$ cat config.mk
export PLATFORM = sky130hd
export DESIGN_NAME = periph_subsys
export DESIGN_NICKNAME = d
export VERILOG_FILES = /design/src/periph_map_pkg.sv /design/src/periph_types_pkg.sv /design/src/periph_gpreg.sv /design/src/periph_gpio.sv /design/src/periph_uart_fifo.sv /design/src/periph_uart_tx.sv /design/src/periph_subsys.sv
export SDC_FILE = /design/constraint.sdc
export NUM_CORES = 1
export LEC_CHECK = 0
export ABC_AREA = 1
export BUFFER_PORTS_ARGS = -buffer_cell sky130_fd_sc_hd__buf_2
export CAP_MARGIN = 20
export CORE_UTILIZATION = 35
export CTS_BUF_LIST = sky130_fd_sc_hd__clkbuf_16
export DETAILED_ROUTE_END_ITERATION = 10
export PLACE_DENSITY = 0.61
export SETUP_SLACK_MARGIN = 0.15
export SYNTH_ARGS = -nofsm -noshare
export SYNTH_HDL_FRONTEND = slang
export SYNTH_SLANG_ARGS = --single-unit
$ cat constraint.sdc
create_clock -name clk -period 7.6 [get_ports clk]
set_clock_uncertainty 0.05 [all_clocks]
set_input_delay 0.76 -clock clk [delete_from_list [all_inputs] [get_ports clk]]
set_output_delay 0.76 -clock clk [all_outputs]
set_load 0.02 [all_outputs]
$ cat src/periph_map_pkg.sv
// ---------------------------------------------------------------------------
// Register word addresses, reset values and sizes of the peripheral subsystem
// ---------------------------------------------------------------------------

`default_nettype none

package periph_map_pkg;

    // ---------------------------------------------------------------------------
    // Register map, word addresses taken from byte address bits 7:2
    // ---------------------------------------------------------------------------
    localparam logic [5:0] REG_SCRATCH        = 6'd0;
    localparam logic [5:0] REG_BOOTVEC        = 6'd1;
    localparam logic [5:0] REG_GPIO_DIR       = 6'd2;
    localparam logic [5:0] REG_GPIO_WRITE     = 6'd3;
    localparam logic [5:0] REG_GPIO_READ      = 6'd4;   // Read-only
    localparam logic [5:0] REG_UART_PRESCALER = 6'd5;
    localparam logic [5:0] REG_UART_STATUS    = 6'd6;   // Read-only
    localparam logic [5:0] REG_UART_CTRL      = 6'd7;   // Bit 0 clears the TX FIFO
    localparam logic [5:0] REG_UART_TXDATA    = 6'd8;   // Write-only

    // ---------------------------------------------------------------------------
    // Reset values and sizes
    // ---------------------------------------------------------------------------
    // 115200 baud from a 24 MHz clock
    localparam logic [15:0] PRESCALER_RESET = 16'd207;

    localparam int GPIO_WIDTH = 16;

    // TX FIFO, depth must be a power of two
    localparam int UART_FIFO_DEPTH = 16;
    localparam int UART_FIFO_AW    = 4;

endpackage

`default_nettype wire

$ cat src/periph_types_pkg.sv
// ---------------------------------------------------------------------------
// Packed structs for the bus request, GPIO and UART control and UART status
// ---------------------------------------------------------------------------

`default_nettype none

package periph_types_pkg;

    // Bus request from the master, classic strobe/ack cycle
    typedef struct packed {
        logic [7:0]  adr;   // Byte address, bits 1:0 ignored
        logic [31:0] dat;
        logic        we;
        logic        stb;
    } bus_req_t;

    // Pad control
    typedef struct packed {
        logic [periph_map_pkg::GPIO_WIDTH-1:0] dir;     // 1 drives the pin
        logic [periph_map_pkg::GPIO_WIDTH-1:0] write;
    } gpio_ctrl_t;

    // Register block to FIFO and transmitter
    typedef struct packed {
        logic [15:0] prescaler;
        logic        tx_clear;  // One-shot
        logic        tx_push;   // One-shot
        logic [7:0]  tx_data;
    } uart_ctrl_t;

    // FIFO back to the register block
    typedef struct packed {
        logic [15:0] tx_size;
        logic        tx_full;
        logic        tx_empty;
    } uart_status_t;

endpackage

`default_nettype wire

$ cat src/periph_gpreg.sv
// ---------------------------------------------------------------------------
// General purpose register block, bus slave with registered-feedback ack
// ---------------------------------------------------------------------------

`timescale 1ns/10ps
`default_nettype none

module periph_gpreg (
    input  logic                                  clk,
    input  logic                                  rstz,
    input  periph_types_pkg::bus_req_t            bus_req_i,
    output logic [31:0]                           gpreg_dat_o,
    output logic                                  gpreg_ack_o,
    output periph_types_pkg::gpio_ctrl_t          gpio_ctrl_o,
    input  logic [periph_map_pkg::GPIO_WIDTH-1:0] gpio_read_i,
    output periph_types_pkg::uart_ctrl_t          uart_ctrl_o,
    input  periph_types_pkg::uart_status_t        uart_status_i,
    output logic [23:0]                           bootvec_o
);
    import periph_map_pkg::*;

    logic [5:0]            addr;
    logic                  access;
    logic                  ack;

    logic [31:0]           scratch;
    logic [23:0]           bootvec;
    logic [GPIO_WIDTH-1:0] gpio_dir;
    logic [GPIO_WIDTH-1:0] gpio_write;
    logic [15:0]           prescaler;
    logic                  tx_clear;
    logic                  tx_push;
    logic [7:0]            tx_data;

    assign addr   = bus_req_i.adr[7:2];    // Word aligned
    assign access = bus_req_i.stb & ~ack;  // New strobe, not yet acked

    // ---------------------------------------------------------------------------
    // Register writes and one-shots
    // ---------------------------------------------------------------------------
    always_ff @(posedge clk or negedge rstz) begin
        if (~rstz) begin
            scratch    <= '0;
            bootvec    <= '0;
            gpio_dir   <= '0;               // All pins inputs
            gpio_write <= '0;
            prescaler  <= PRESCALER_RESET;
            tx_clear   <= 1'b0;
            tx_push    <= 1'b0;
        end else if (access && bus_req_i.we) begin
            case (addr)
                REG_SCRATCH:        scratch    <= bus_req_i.dat;
                REG_BOOTVEC:        bootvec    <= bus_req_i.dat[23:0];
                REG_GPIO_DIR:       gpio_dir   <= bus_req_i.dat[GPIO_WIDTH-1:0];
                REG_GPIO_WRITE:     gpio_write <= bus_req_i.dat[GPIO_WIDTH-1:0];
                REG_UART_PRESCALER: prescaler  <= bus_req_i.dat[15:0];
                REG_UART_CTRL:      tx_clear   <= bus_req_i.dat[0];
                REG_UART_TXDATA:    tx_push    <= 1'b1;
                default: ;                  // Read-only or unmapped
            endcase
        end else if (ack) begin
            // One-shots last only for the ack cycle
            tx_clear <= 1'b0;
            tx_push  <= 1'b0;
        end
    end

    // Byte for the FIFO, qualified by tx_push
    always_ff @(posedge clk) begin
        if (access && bus_req_i.we && (addr == REG_UART_TXDATA))
            tx_data <= bus_req_i.dat[7:0];
    end

    // ---------------------------------------------------------------------------
    // Registered reads, data holds until the next read
    // ---------------------------------------------------------------------------
    always_ff @(posedge clk) begin
        if (access && !bus_req_i.we) begin
            case (addr)
                REG_SCRATCH:        gpreg_dat_o <= scratch;
                REG_BOOTVEC:        gpreg_dat_o <= {8'h0, bootvec};
                REG_GPIO_DIR:       gpreg_dat_o <= 32'(gpio_dir);
                REG_GPIO_WRITE:     gpreg_dat_o <= 32'(gpio_write);
                REG_GPIO_READ:      gpreg_dat_o <= 32'(gpio_read_i);
                REG_UART_PRESCALER: gpreg_dat_o <= {16'h0, prescaler};
                REG_UART_STATUS:    gpreg_dat_o <= {14'h0, uart_status_i.tx_full,
                                                    uart_status_i.tx_empty,
                                                    uart_status_i.tx_size};
                default: ;                  // Write-only or unmapped keeps data
            endcase
        end
    end

    // Ack one cycle after the strobe is sampled
    always_ff @(posedge clk or negedge rstz) begin
        if (~rstz) ack <= 1'b0;
        else       ack <= access;
    end

    assign gpreg_ack_o = ack;
    assign bootvec_o   = bootvec;

    assign gpio_ctrl_o.dir   = gpio_dir;
    assign gpio_ctrl_o.write = gpio_write;

    assign uart_ctrl_o.prescaler = prescaler;
    assign uart_ctrl_o.tx_clear  = tx_clear;
    assign uart_ctrl_o.tx_push   = tx_push;
    assign uart_ctrl_o.tx_data   = tx_data;

endmodule

`default_nettype wire

$ cat src/periph_gpio.sv
// ---------------------------------------------------------------------------
// GPIO pads, registered enables and outputs, two-flop input synchronizer
// ---------------------------------------------------------------------------

`timescale 1ns/10ps
`default_nettype none

module periph_gpio (
    input  logic                                  clk,
    input  logic                                  rstz,
    input  periph_types_pkg::gpio_ctrl_t          gpio_ctrl_i,
    input  logic [periph_map_pkg::GPIO_WIDTH-1:0] gpio_in_i,
    output logic [periph_map_pkg::GPIO_WIDTH-1:0] gpio_oe_o,
    output logic [periph_map_pkg::GPIO_WIDTH-1:0] gpio_out_o,
    output logic [periph_map_pkg::GPIO_WIDTH-1:0] gpio_read_o
);
    import periph_map_pkg::*;

    logic [GPIO_WIDTH-1:0] sync_q1;
    logic [GPIO_WIDTH-1:0] sync_q2;

    // Pad drivers, updated on the edge that ends the write's ack cycle
    always_ff @(posedge clk or negedge rstz) begin
        if (~rstz) begin
            gpio_oe_o  <= '0;   // Pads released
            gpio_out_o <= '0;
        end else begin
            gpio_oe_o  <= gpio_ctrl_i.dir;
            gpio_out_o <= gpio_ctrl_i.write;
        end
    end

    // Pad inputs are asynchronous to clk
    always_ff @(posedge clk or negedge rstz) begin
        if (~rstz) begin
            sync_q1 <= '0;
            sync_q2 <= '0;
        end else begin
            sync_q1 <= gpio_in_i;
            sync_q2 <= sync_q1;
        end
    end

    assign gpio_read_o = sync_q2;

endmodule

`default_nettype wire

$ cat src/periph_uart_fifo.sv
// ---------------------------------------------------------------------------
// UART transmit FIFO, byte wide, with occupancy count and clear
// ---------------------------------------------------------------------------

`timescale 1ns/10ps
`default_nettype none

module periph_uart_fifo (
    input  logic                           clk,
    input  logic                           rstz,
    input  periph_types_pkg::uart_ctrl_t   uart_ctrl_i,
    input  logic                           pop_i,
    output logic [7:0]                     head_o,
    output periph_types_pkg::uart_status_t uart_status_o
);
    import periph_map_pkg::*;

    logic [7:0]              mem [UART_FIFO_DEPTH];
    logic [UART_FIFO_AW-1:0] wptr;
    logic [UART_FIFO_AW-1:0] rptr;
    logic [UART_FIFO_AW:0]   count;     // One bit wider to hold DEPTH
    logic                    full;
    logic                    empty;
    logic                    push_ok;
    logic                    pop_ok;

    assign full    = (count == (UART_FIFO_AW+1)'(UART_FIFO_DEPTH));
    assign empty   = (count == '0);
    assign push_ok = uart_ctrl_i.tx_push & ~full;   // Push on full is dropped
    assign pop_ok  = pop_i & ~empty;

    // Pointers and occupancy
    always_ff @(posedge clk or negedge rstz) begin
        if (~rstz) begin
            wptr  <= '0;
            rptr  <= '0;
            count <= '0;
        end else if (uart_ctrl_i.tx_clear) begin
            wptr  <= '0;
            rptr  <= '0;
            count <= '0;
        end else begin
            if (push_ok) wptr <= wptr + 1'b1;   // Wraps at DEPTH
            if (pop_ok)  rptr <= rptr + 1'b1;
            case ({push_ok, pop_ok})
                2'b10:   count <= count + 1'b1;
                2'b01:   count <= count - 1'b1;
                default: ;
            endcase
        end
    end

    // Storage
    always_ff @(posedge clk) begin
        if (push_ok) mem[wptr] <= uart_ctrl_i.tx_data;
    end

    assign head_o = mem[rptr];

    assign uart_status_o.tx_size  = 16'(count);
    assign uart_status_o.tx_full  = full;
    assign uart_status_o.tx_empty = empty;

endmodule

`default_nettype wire

$ cat src/periph_uart_tx.sv
// ---------------------------------------------------------------------------
// UART 8N1 transmitter with prescaled bit tick, fed from the TX FIFO
// ---------------------------------------------------------------------------

`timescale 1ns/10ps
`default_nettype none

module periph_uart_tx (
    input  logic        clk,
    input  logic        rstz,
    input  logic [15:0] prescaler_i,
    input  logic        fifo_empty_i,
    input  logic [7:0]  head_i,
    output logic        pop_o,
    output logic        uart_tx_o
);

    typedef enum logic [1:0] {ST_IDLE, ST_START, ST_DATA, ST_STOP} tx_state_t;

    tx_state_t   state;
    logic [15:0] presc_q;   // Bit time for the current frame
    logic [15:0] cnt;
    logic [2:0]  bit_idx;
    logic [7:0]  shreg;
    logic        tick;
    logic        load;

    assign tick  = (cnt == presc_q);
    // Start a frame from idle, or straight after a stop bit
    assign load  = ~fifo_empty_i & ((state == ST_IDLE) | ((state == ST_STOP) & tick));
    assign pop_o = load;

    // ---------------------------------------------------------------------------
    // Bit timing, prescaler+1 cycles per bit
    // ---------------------------------------------------------------------------
    always_ff @(posedge clk or negedge rstz) begin
        if (~rstz) begin
            cnt     <= '0;
            presc_q <= '0;
        end else if (load) begin
            cnt     <= '0;
            presc_q <= prescaler_i;
        end else if (state == ST_IDLE || tick) begin
            cnt <= '0;
        end else begin
            cnt <= cnt + 16'd1;
        end
    end

    // ---------------------------------------------------------------------------
    // Frame FSM, start bit, 8 data bits LSB first, stop bit
    // ---------------------------------------------------------------------------
    always_ff @(posedge clk or negedge rstz) begin
        if (~rstz) begin
            state     <= ST_IDLE;
            bit_idx   <= '0;
            uart_tx_o <= 1'b1;          // Line idles high
        end else if (load) begin
            state     <= ST_START;
            uart_tx_o <= 1'b0;
        end else if (tick) begin
            case (state)
                ST_START: begin
                    state     <= ST_DATA;
                    bit_idx   <= '0;
                    uart_tx_o <= shreg[0];
                end
                ST_DATA: begin
                    if (bit_idx == 3'd7) begin
                        state     <= ST_STOP;
                        uart_tx_o <= 1'b1;
                    end else begin
                        bit_idx   <= bit_idx + 3'd1;
                        uart_tx_o <= shreg[0];
                    end
                end
                ST_STOP: state <= ST_IDLE;  // FIFO empty, line stays high
                default: ;
            endcase
        end
    end

    // Shift register, bit 0 is the next data bit
    always_ff @(posedge clk) begin
        if (load) shreg <= head_i;
        else if (tick && (state == ST_START || state == ST_DATA))
            shreg <= {1'b0, shreg[7:1]};
    end

endmodule

`default_nettype wire

$ cat src/periph_subsys.sv
// ---------------------------------------------------------------------------
// Peripheral subsystem top, register block, GPIO, TX FIFO and UART TX
// ---------------------------------------------------------------------------

`timescale 1ns/10ps
`default_nettype none

module periph_subsys (
    input  logic                                  clk,
    input  logic                                  rstz,
    input  periph_types_pkg::bus_req_t            bus_req_i,
    output logic [31:0]                           gpreg_dat_o,
    output logic                                  gpreg_ack_o,
    output logic [23:0]                           bootvec_o,
    input  logic [periph_map_pkg::GPIO_WIDTH-1:0] gpio_in_i,
    output logic [periph_map_pkg::GPIO_WIDTH-1:0] gpio_oe_o,
    output logic [periph_map_pkg::GPIO_WIDTH-1:0] gpio_out_o,
    output logic                                  uart_tx_o
);
    import periph_map_pkg::*;
    import periph_types_pkg::*;

    gpio_ctrl_t            gpio_ctrl;
    logic [GPIO_WIDTH-1:0] gpio_read;
    uart_ctrl_t            uart_ctrl;
    uart_status_t          uart_status;
    logic                  fifo_pop;
    logic [7:0]            fifo_head;

    periph_gpreg gpreg0 (
        .clk          (clk),
        .rstz         (rstz),
        .bus_req_i    (bus_req_i),
        .gpreg_dat_o  (gpreg_dat_o),
        .gpreg_ack_o  (gpreg_ack_o),
        .gpio_ctrl_o  (gpio_ctrl),
        .gpio_read_i  (gpio_read),
        .uart_ctrl_o  (uart_ctrl),
        .uart_status_i(uart_status),
        .bootvec_o    (bootvec_o)
    );

    periph_gpio gpio0 (
        .clk        (clk),
        .rstz       (rstz),
        .gpio_ctrl_i(gpio_ctrl),
        .gpio_in_i  (gpio_in_i),
        .gpio_oe_o  (gpio_oe_o),
        .gpio_out_o (gpio_out_o),
        .gpio_read_o(gpio_read)
    );

    periph_uart_fifo fifo0 (
        .clk          (clk),
        .rstz         (rstz),
        .uart_ctrl_i  (uart_ctrl),
        .pop_i        (fifo_pop),
        .head_o       (fifo_head),
        .uart_status_o(uart_status)
    );

    periph_uart_tx tx0 (
        .clk         (clk),
        .rstz        (rstz),
        .prescaler_i (uart_ctrl.prescaler),
        .fifo_empty_i(uart_status.tx_empty),
        .head_i      (fifo_head),
        .pop_o       (fifo_pop),
        .uart_tx_o   (uart_tx_o)
    );

endmodule

`default_nettype wire

==> results of run 1 <==
cells by family after synthesis:
logic type	after synthesis
simple gates	511
flops	398
compound gates	303
buf+inv	180
fa+ha+maj	16
xor+xnor	7
cell usage after synthesis, types with 2 or more instances:
cell      number  area [um^2]
edfxtp_1     176         5290
o21ai_0      195          976
nand3_2        4         40.0
buf_4          2         15.0
nand2_4        2         22.5
clkbuf_1      43          161
or2_2          2         12.5
a221oi_1      10         87.6
a22oi_1        4         30.0
a22o_1         6         52.6
dfstp_2        7          184
o211ai_1      10         75.1
inv_1        108          405
nand4_1       18          113
nor2_1       152          571
nor3_1         4         20.0
xor2_1         6         52.6
o221ai_1      24          210
ha_1          15          188
clkinv_1       2         7.51
dfrtp_1      215         5380
buf_2         14         70.1
a21oi_1       26          130
nand2_2        2         12.5
o21ai_1        6         30.0
nand3_1       28          140
a31oi_1        7         43.8
o22ai_1        8         50.1
inv_2          9         33.8
nor2_2         9         56.3
nand2_1      283         1060
nor3b_1        4         30.0
a41oi_1        2         17.5
registers in the layout, indices dropped and copies added (netlist names), 16 cells and up:
name / cells
gpio0.sync_q1: 16
tx0.cnt: 16
gpreg0.gpio_write: 16
gpreg0.gpreg_dat_o: 32
gpreg0.prescaler: 16
gpreg0.gpio_dir: 16
gpreg0.scratch: 32
gpio0.gpio_out_o: 16
fifo0.mem: 128
gpio0.gpio_oe_o: 16
tx0.presc_q: 16
gpio0.gpio_read_o: 16
gpreg0.bootvec_o: 24
worst paths after layout:
kind                                         from                     to  slack, ns  cells after the start
worst max-delay path                bus_req_i[41]  gpreg0.gpio_write[14]       4.57                      6
worst min-delay path                         rstz  gpio0.gpio_read_o[11]       0.15                      1
worst max register to register     fifo0.count[1]         fifo0.count[4]       4.79                     13
worst min register to register  gpio0.sync_q1[11]  gpio0.gpio_read_o[11]       0.30                      0
max in group asynchronous                    rstz   gpreg0.bootvec_o[22]       5.90                      2
min in group clk                     gpio_in_i[8]       gpio0.sync_q1[8]       0.27                      1
per-layer routing:
layer  wire length, um  up-vias
li1                  -     5103
met5                24        -
met3              2590       56
met2             17600      284
met4               945        6
met1             17000     5248
per-stage QoR:
stage,total power [mW],cell area (um^2)
6_report,6.05,18500
5_1_grt,6.39,18500
4_1_cts,6.08,18400
3_5_place_dp,4.07,17000
3_3_place_gp,4.02,17000
2_1_floorplan,3.66,15700
worst max-delay path, delay by kind of cell:
kind	cells	cell delay (ns)
buffers and inverters	1	0.09
and+or+nand+nor	4	2.08
AOI/OAI and AO/OA	1	0.44
final cells by class:
class | instances | area, um^2 | area share
tap | 592 | 741 | 0.0401
clock buffer | 41 | 1030 | 0.0556
sequential | 398 | 10800 | 0.588
clock inverter | 31 | 328 | 0.0178
antenna | 1 | 2.50 | 0.000136
multi-input combinational | 837 | 4130 | 0.224
timing repair buffer | 163 | 923 | 0.0500
inverter | 120 | 455 | 0.0247
power breakdown:
part	total (mW)	internal, mW	switching, mW
sequential	2.56	2.45	0.115
combinational	1.48	0.461	1.02
clock	2.02	1.22	0.799
==> summary.md, run 1 <==
| Metric | Value |
|---|---|
| Status | completed |
| Tot GR Track Use | 0.172 |
| Max_slew headroom | 0.334 |
| Worst-Margin Slew | between 0.9 and 1 ns |
| Ys async rst share | 0.558 |
| # IOs | 150 |
| Complex-gate fraction of the synthesized area | 0.111 |
| PostCTS Resize Cnt | 0 |
| Crit end category | flip-flop |
| WP data required | between 7 and 8 ns |
| Netlist cell types | 45 |
| Final Non-Filler Cells | between 2000 and 2500 |
| DRC Markers | 0 |
| Placed cells | about 2100 |
| DR WL/cell | ~18 um |
| Port bufs | around 150 |
| Slowest stage delay, CP | approximately 0.85 ns |
| Cts-stage hold buffer count | 0 |
| First-pass GRT wire length | roughly 60000 um |
| DP Worst Slack | 3.97 ns |
| WS Path Type | in -> reg |
| Setup ws final | ~4.6 ns |
| Met2 Use GR | 0.272 |
| Reg clk slew, reported paths | 0.06 ns |
| Cell chain of the critical path | buf_2, nor2_1, nand3b_1, nor2_2, nand2_1, o21ai_0 |
| Final setup TNS | 0 ns |
| Share of layout cells above drive strength 1 | 0.162 |
| Hpwl dp | 24800 um |
| Final hold violations | 0 |
| Vias in the first global route | between 10000 and 15000 |
| LEAKAGE | ~7.8 nW |
| RSZ-0062 raised after global routing | no |
| Die area | 45700 um^2 |
| Crit path max fanout | 32 |
| Gate Count Post-Synth | ~1400 |
| GR Util met1 | 0.234 |
| Total Wirelength | between 30000 and 40000 um |
| Multiplexer area fraction after synthesis | 0 |
| Area grow syn2layout | 17.7% |
| Fin. max-slew vios | 0 |
| Max Root-Sink Buffers | 3 |
| Syn_nets | roughly 1500 |
| DIE HEIGHT | roughly 210 um |
| GPL Wtd Cong | approximately 0.80 |
| Critical Path Start Type | primary input |
| Global routing's busiest layer | met2 |
| Adder-Cell Fraction of Synth Area | 0.0132 |
| Die X-Extent | between 200 and 250 um |
| Clk sink count | 398 |
| Max VDD drop | 0.193 mV |
| TritonCTS clock tree | done |
| Setup Viol. Count Final | 0 |
| Remaining Overflow, GRT | 0 |
| Most common cell after layout, fill and taps aside | nand2_1 |
| Largest net degree at the start of global routing | 85 |
| Hold WC Path Type | in -> async |
| Crit-path slowest cell | nand2_1 |
| Iter 0 DRT Violations | roughly 740 |
| Simple-Gate Fraction of Synth Area | 0.134 |
| Nets | around 1600 |
| Yosys warns | 0 |
| Worst EP arrival | ~3.4 ns |
| EDFF count, synth | about 180 |
| Main combinational cell family by area after synthesis | simple AND/OR/NAND/NOR gates |
| Post-Synth XOR/XNOR Area | 0.00391 |
| Minimum clock period after layout | between 3 and 4 ns |
| Drt via density | between 4 and 5 |
| Initial antenna violation count | 4 |
| Seq/Total Area, Yosys | 0.692 |
| CTS H-tree lvls | 2 |
| Final Util | 0.417 |
| Via Count | about 11000 |
| Most frequent cells in the layout | 282 x nand2_1, 215 x dfrtp_1, 195 x o21ai_0 |
| Drt pass-1 iters | 5 |
| Max Cap Violations | 0 |
| Met3 Usage GRT | 0.0417 |
| Power Density | approximately 330 nW/um^2 |
| Postcts setup bufs | 0 |
| Mapped Area | ~16000 um^2 |
| Fmax | around 330 MHz |
| Register bit total from synthesis | slightly below 400 |
| # rows | 77 |
| Post-synth top flop | dfrtp_1 |
| Worst skew pair latency | roughly 0.54 ns |
| Final period util | 0.399 |
| CTS Buf Count | 39 |
| Initial Util | 0.355 |
| Core area | 44200 um^2 |
| # fillers | 4192 |
| Syn Area/Cell | 11.1 um^2 |
| Root Driver | clkbuf_16 |
| Hold WS | roughly 0.15 ns |
| Post-route ant nets | 0 |
(Power assumes the default switching activity.)
==> inputs of run 2 (changes only) <==
Settings changed: ABC_AREA 1 to 0, PLACE_DENSITY 0.61 to 0.63.
Clock period 7.6 ns to 2.7 ns, I/O delays scaled along.
==> summary.md, run 2 <==
| Metric | Value |
|---|---|
| LEAKAGE | between 8 and 9 nW |
| Post-Synth XOR/XNOR Area | 0.0204 |
| Netlist cell types | 60 |
| Reg clk slew, reported paths | 0.06 ns |
| WS Path Type | reg -> reg |
| Simple-Gate Fraction of Synth Area | 0.0643 |
| Placed cells | about 1700 |
| Power Density | 902 nW/um^2 |
| Biggest regs | fifo0.mem: 128 flops, gpreg0.gpreg_dat_o: 32 flops, gpreg0.scratch: 32 flops |
| GPL Wtd Cong | 0.809 |
| Drt pass-1 iters | 5 |
| Ys async rst share | 0.558 |
| Hpwl dp | about 23000 um |
| Setup ws final | -0.168 ns |
| Total Wirelength | between 30000 and 40000 um |
| EDFF count, synth | around 180 |
| WP data required | about 3 ns |
| Fin. max-slew vios | 0 |
| Setup Viol. Count Final | 1 |
| TritonCTS clock tree | done |
| Final hold violations | 0 |
| Syn Area/Cell | 16.2 um^2 |
| Max Root-Sink Buffers | 3 |
| FF+latch area | ~11000 um^2 |
| # IOs | 150 |
| Tot GR Track Use | 0.154 |
| Vias in the first global route | between 9000 and 10000 |
| Overall power | around 18 mW |
| Most common cell after layout, fill and taps aside | dfrtp_1 |
| Final setup TNS | -0.168 ns |
| Top-count cell post-synth | dfrtp_1 |
| Worst EP arrival | around 3.3 ns |
| Minimum clock period after layout | 2.87 ns |
| Share of layout cells above drive strength 1 | 0.337 |
| Synth cell count leaders | 215 x dfrtp_1, 176 x edfxtp_1, 97 x mux2_2 |
| Synth area leader | dfrtp_1 |
| Die X-Extent | roughly 220 um |
| Post-route ant nets | 0 |
| Biggest register | fifo0.mem |
| Final period util | 1.06 |
| # rows | 77 |
| Syn_nets | ~1100 |
| Core area | 44500 um^2 |
| Initial antenna violation count | 0 |
| Mapped Area | between 15000 and 20000 um^2 |
| Iter 0 DRT Violations | 668 |
| Finished Cell Area | slightly below 20000 um^2 |
| Placed Area | 17700 um^2 |
| Area of the multi-input gates | around 4800 um^2 |
| Worst skew pair latency | about 0.55 ns |
| Diode count | 0 |
| Hold WC Path Type | in -> reg |
| CTS Buf Count | 40 |
| Remaining Overflow, GRT | 0 |
| Largest net degree at the start of global routing | between 60 and 70 |
| Clk sink count | about 400 |
| Max_slew headroom | 0.431 |
| # fillers | just under 4000 |
| DRC Markers | 0 |
| Most frequent cells in the layout | 213 x dfrtp_1, 176 x edfxtp_1, 146 x buf_2 |
| Max VDD drop | ~0.59 mV |
| Main combinational cell family by area after synthesis | multiplexers |
| Yosys warns | 0 |
| Multiplexer area fraction after synthesis | 0.154 |
| Failing checks | setup timing |
| Top cells by area, synth | dfrtp_1 34%, edfxtp_1 33%, mux2_2 6.9%, mux4_2 4.2%, nand2_1 1.9% |
| Initial Util | 0.358 |
| Crit end category | flip-flop |
| Max Cap Violations | 0 |
| RSZ-0062 raised after global routing | yes |
| Register bit total from synthesis | between 300 and 400 |
| Drt via density | 4.88 |
| Worst-Margin Slew | between 0.8 and 0.9 ns |
| Complex-gate fraction of the synthesized area | 0.0443 |
| Status | finished, violations left |
| Post-synth top flop | dfrtp_1 |
| Gate Count Post-Synth | 984 |
| Nets | between 1000 and 1500 |
| Port bufs | 147 |
| Via Count | a little over 9000 |
| Critical Path Start Type | flip-flop |
| Final Non-Filler Cells | 1861 |
| First-pass GRT wire length | 55600 um |
| Crit path max fanout | 4 |
| Max reg flops | 128 |
| DR WL/cell | roughly 19 um |
| Die area | around 46000 um^2 |
| Area grow syn2layout | 22.0% |
| Seq/Total Area, Yosys | 0.682 |
| Fmax | 349 MHz |
| Root Driver | clkbuf_16 |
| Synth top area share | 0.338 |
| CTS H-tree lvls | 2 |
| Adder-Cell Fraction of Synth Area | 0.0131 |
| DIE HEIGHT | about 220 um |
run 2: per-stage QoR:
stage                      util  hold slack (ns)  setup WS [ns]
after floorplan               -          -0.0756         -0.149
after global placement    0.397            0.197         -0.194
after detailed placement  0.397            0.197         -0.293
after CTS                 0.435         0.000909         -0.195
after global routing      0.436          0.00536         -0.356
final                     0.436          0.00537         -0.168
run 2: timing repair:
item | 4_1_cts | 5_1_grt
buffers inserted | 1 | 2
endpoints found under the hold margin | 134 | 0
gates resized for setup | 5 | 7
pin swaps | 1 | 9
setup endpoints to repair | 2 | 12
hold buffers | 46 | 0
run 2: layer usage:
metal | part of all wire | up-vias | track usage
met5 | 0 | - | 0
met4 | 0.017 | 0 | 0.0404
met3 | 0.048 | 44 | 0.0299
met2 | 0.49 | 193 | 0.254
met1 | 0.44 | 4680 | 0.207
li1 | - | 4169 | -
run 2: final cells by class:
cell class	count	area share
clock inverters	34	0.0111
multi-input cells	534	0.248
well taps	592	0.0381
clock buffers	40	0.0516
repair buffers	253	0.0898
flip-flops and latches	398	0.559
inverters	10	0.00206
run 2: kinds of logic (layout without fill, tap and decap cells):
kind of cell | after synthesis | count (layout)
simple gates | 211 | 211
buf+inv | 52 | 337
xor+xnor | 37 | 37
fa+ha+maj | 16 | 16
compound gates | 95 | 95
mux | 175 | 175
flops | 398 | 398
run 2: final timing paths:
| kind | slack (ns) | cells past startpoint | endpoint | from |
|---|---|---|---|---|
| max in group asynchronous | 1.59 | 3 | gpreg0.gpio_write[8] | rstz |
| hold / removal | 0.005 | 1 | gpreg0.tx_data[0] | bus_req_i[2] |
| setup reg to reg | -0.17 | 12 | fifo0.count[4] | tx0.cnt[13] |
| min in group asynchronous | 0.22 | 2 | gpreg0.scratch[29] | rstz |
| hold reg to reg | 0.30 | 0 | gpio0.gpio_read_o[11] | gpio0.sync_q1[11] |
| setup / recovery | -0.17 | 12 | fifo0.count[4] | tx0.cnt[13] |
run 2: power by group:
group,internal (mW),switching (mW),leakage [nW]
clock network,2.83,2.30,0.636
registers,6.88,0.360,4.53
logic,2.51,2.63,3.19
total,12.2,5.30,8.36
run 2: worst max-delay path, cell delays in order (launching register included):
cell	delay (ns)
dfrtp_1	0.41
xnor2_1	0.15
nand4_1	0.22
o41ai_4	0.44
nand3_2	0.16
inv_4	0.11
ha_4	0.20
a21o_1	0.16
a21oi_2	0.17
nand2_1	0.08
and4bb_1	0.27
a211oi_2	0.05
mux2_4	0.30
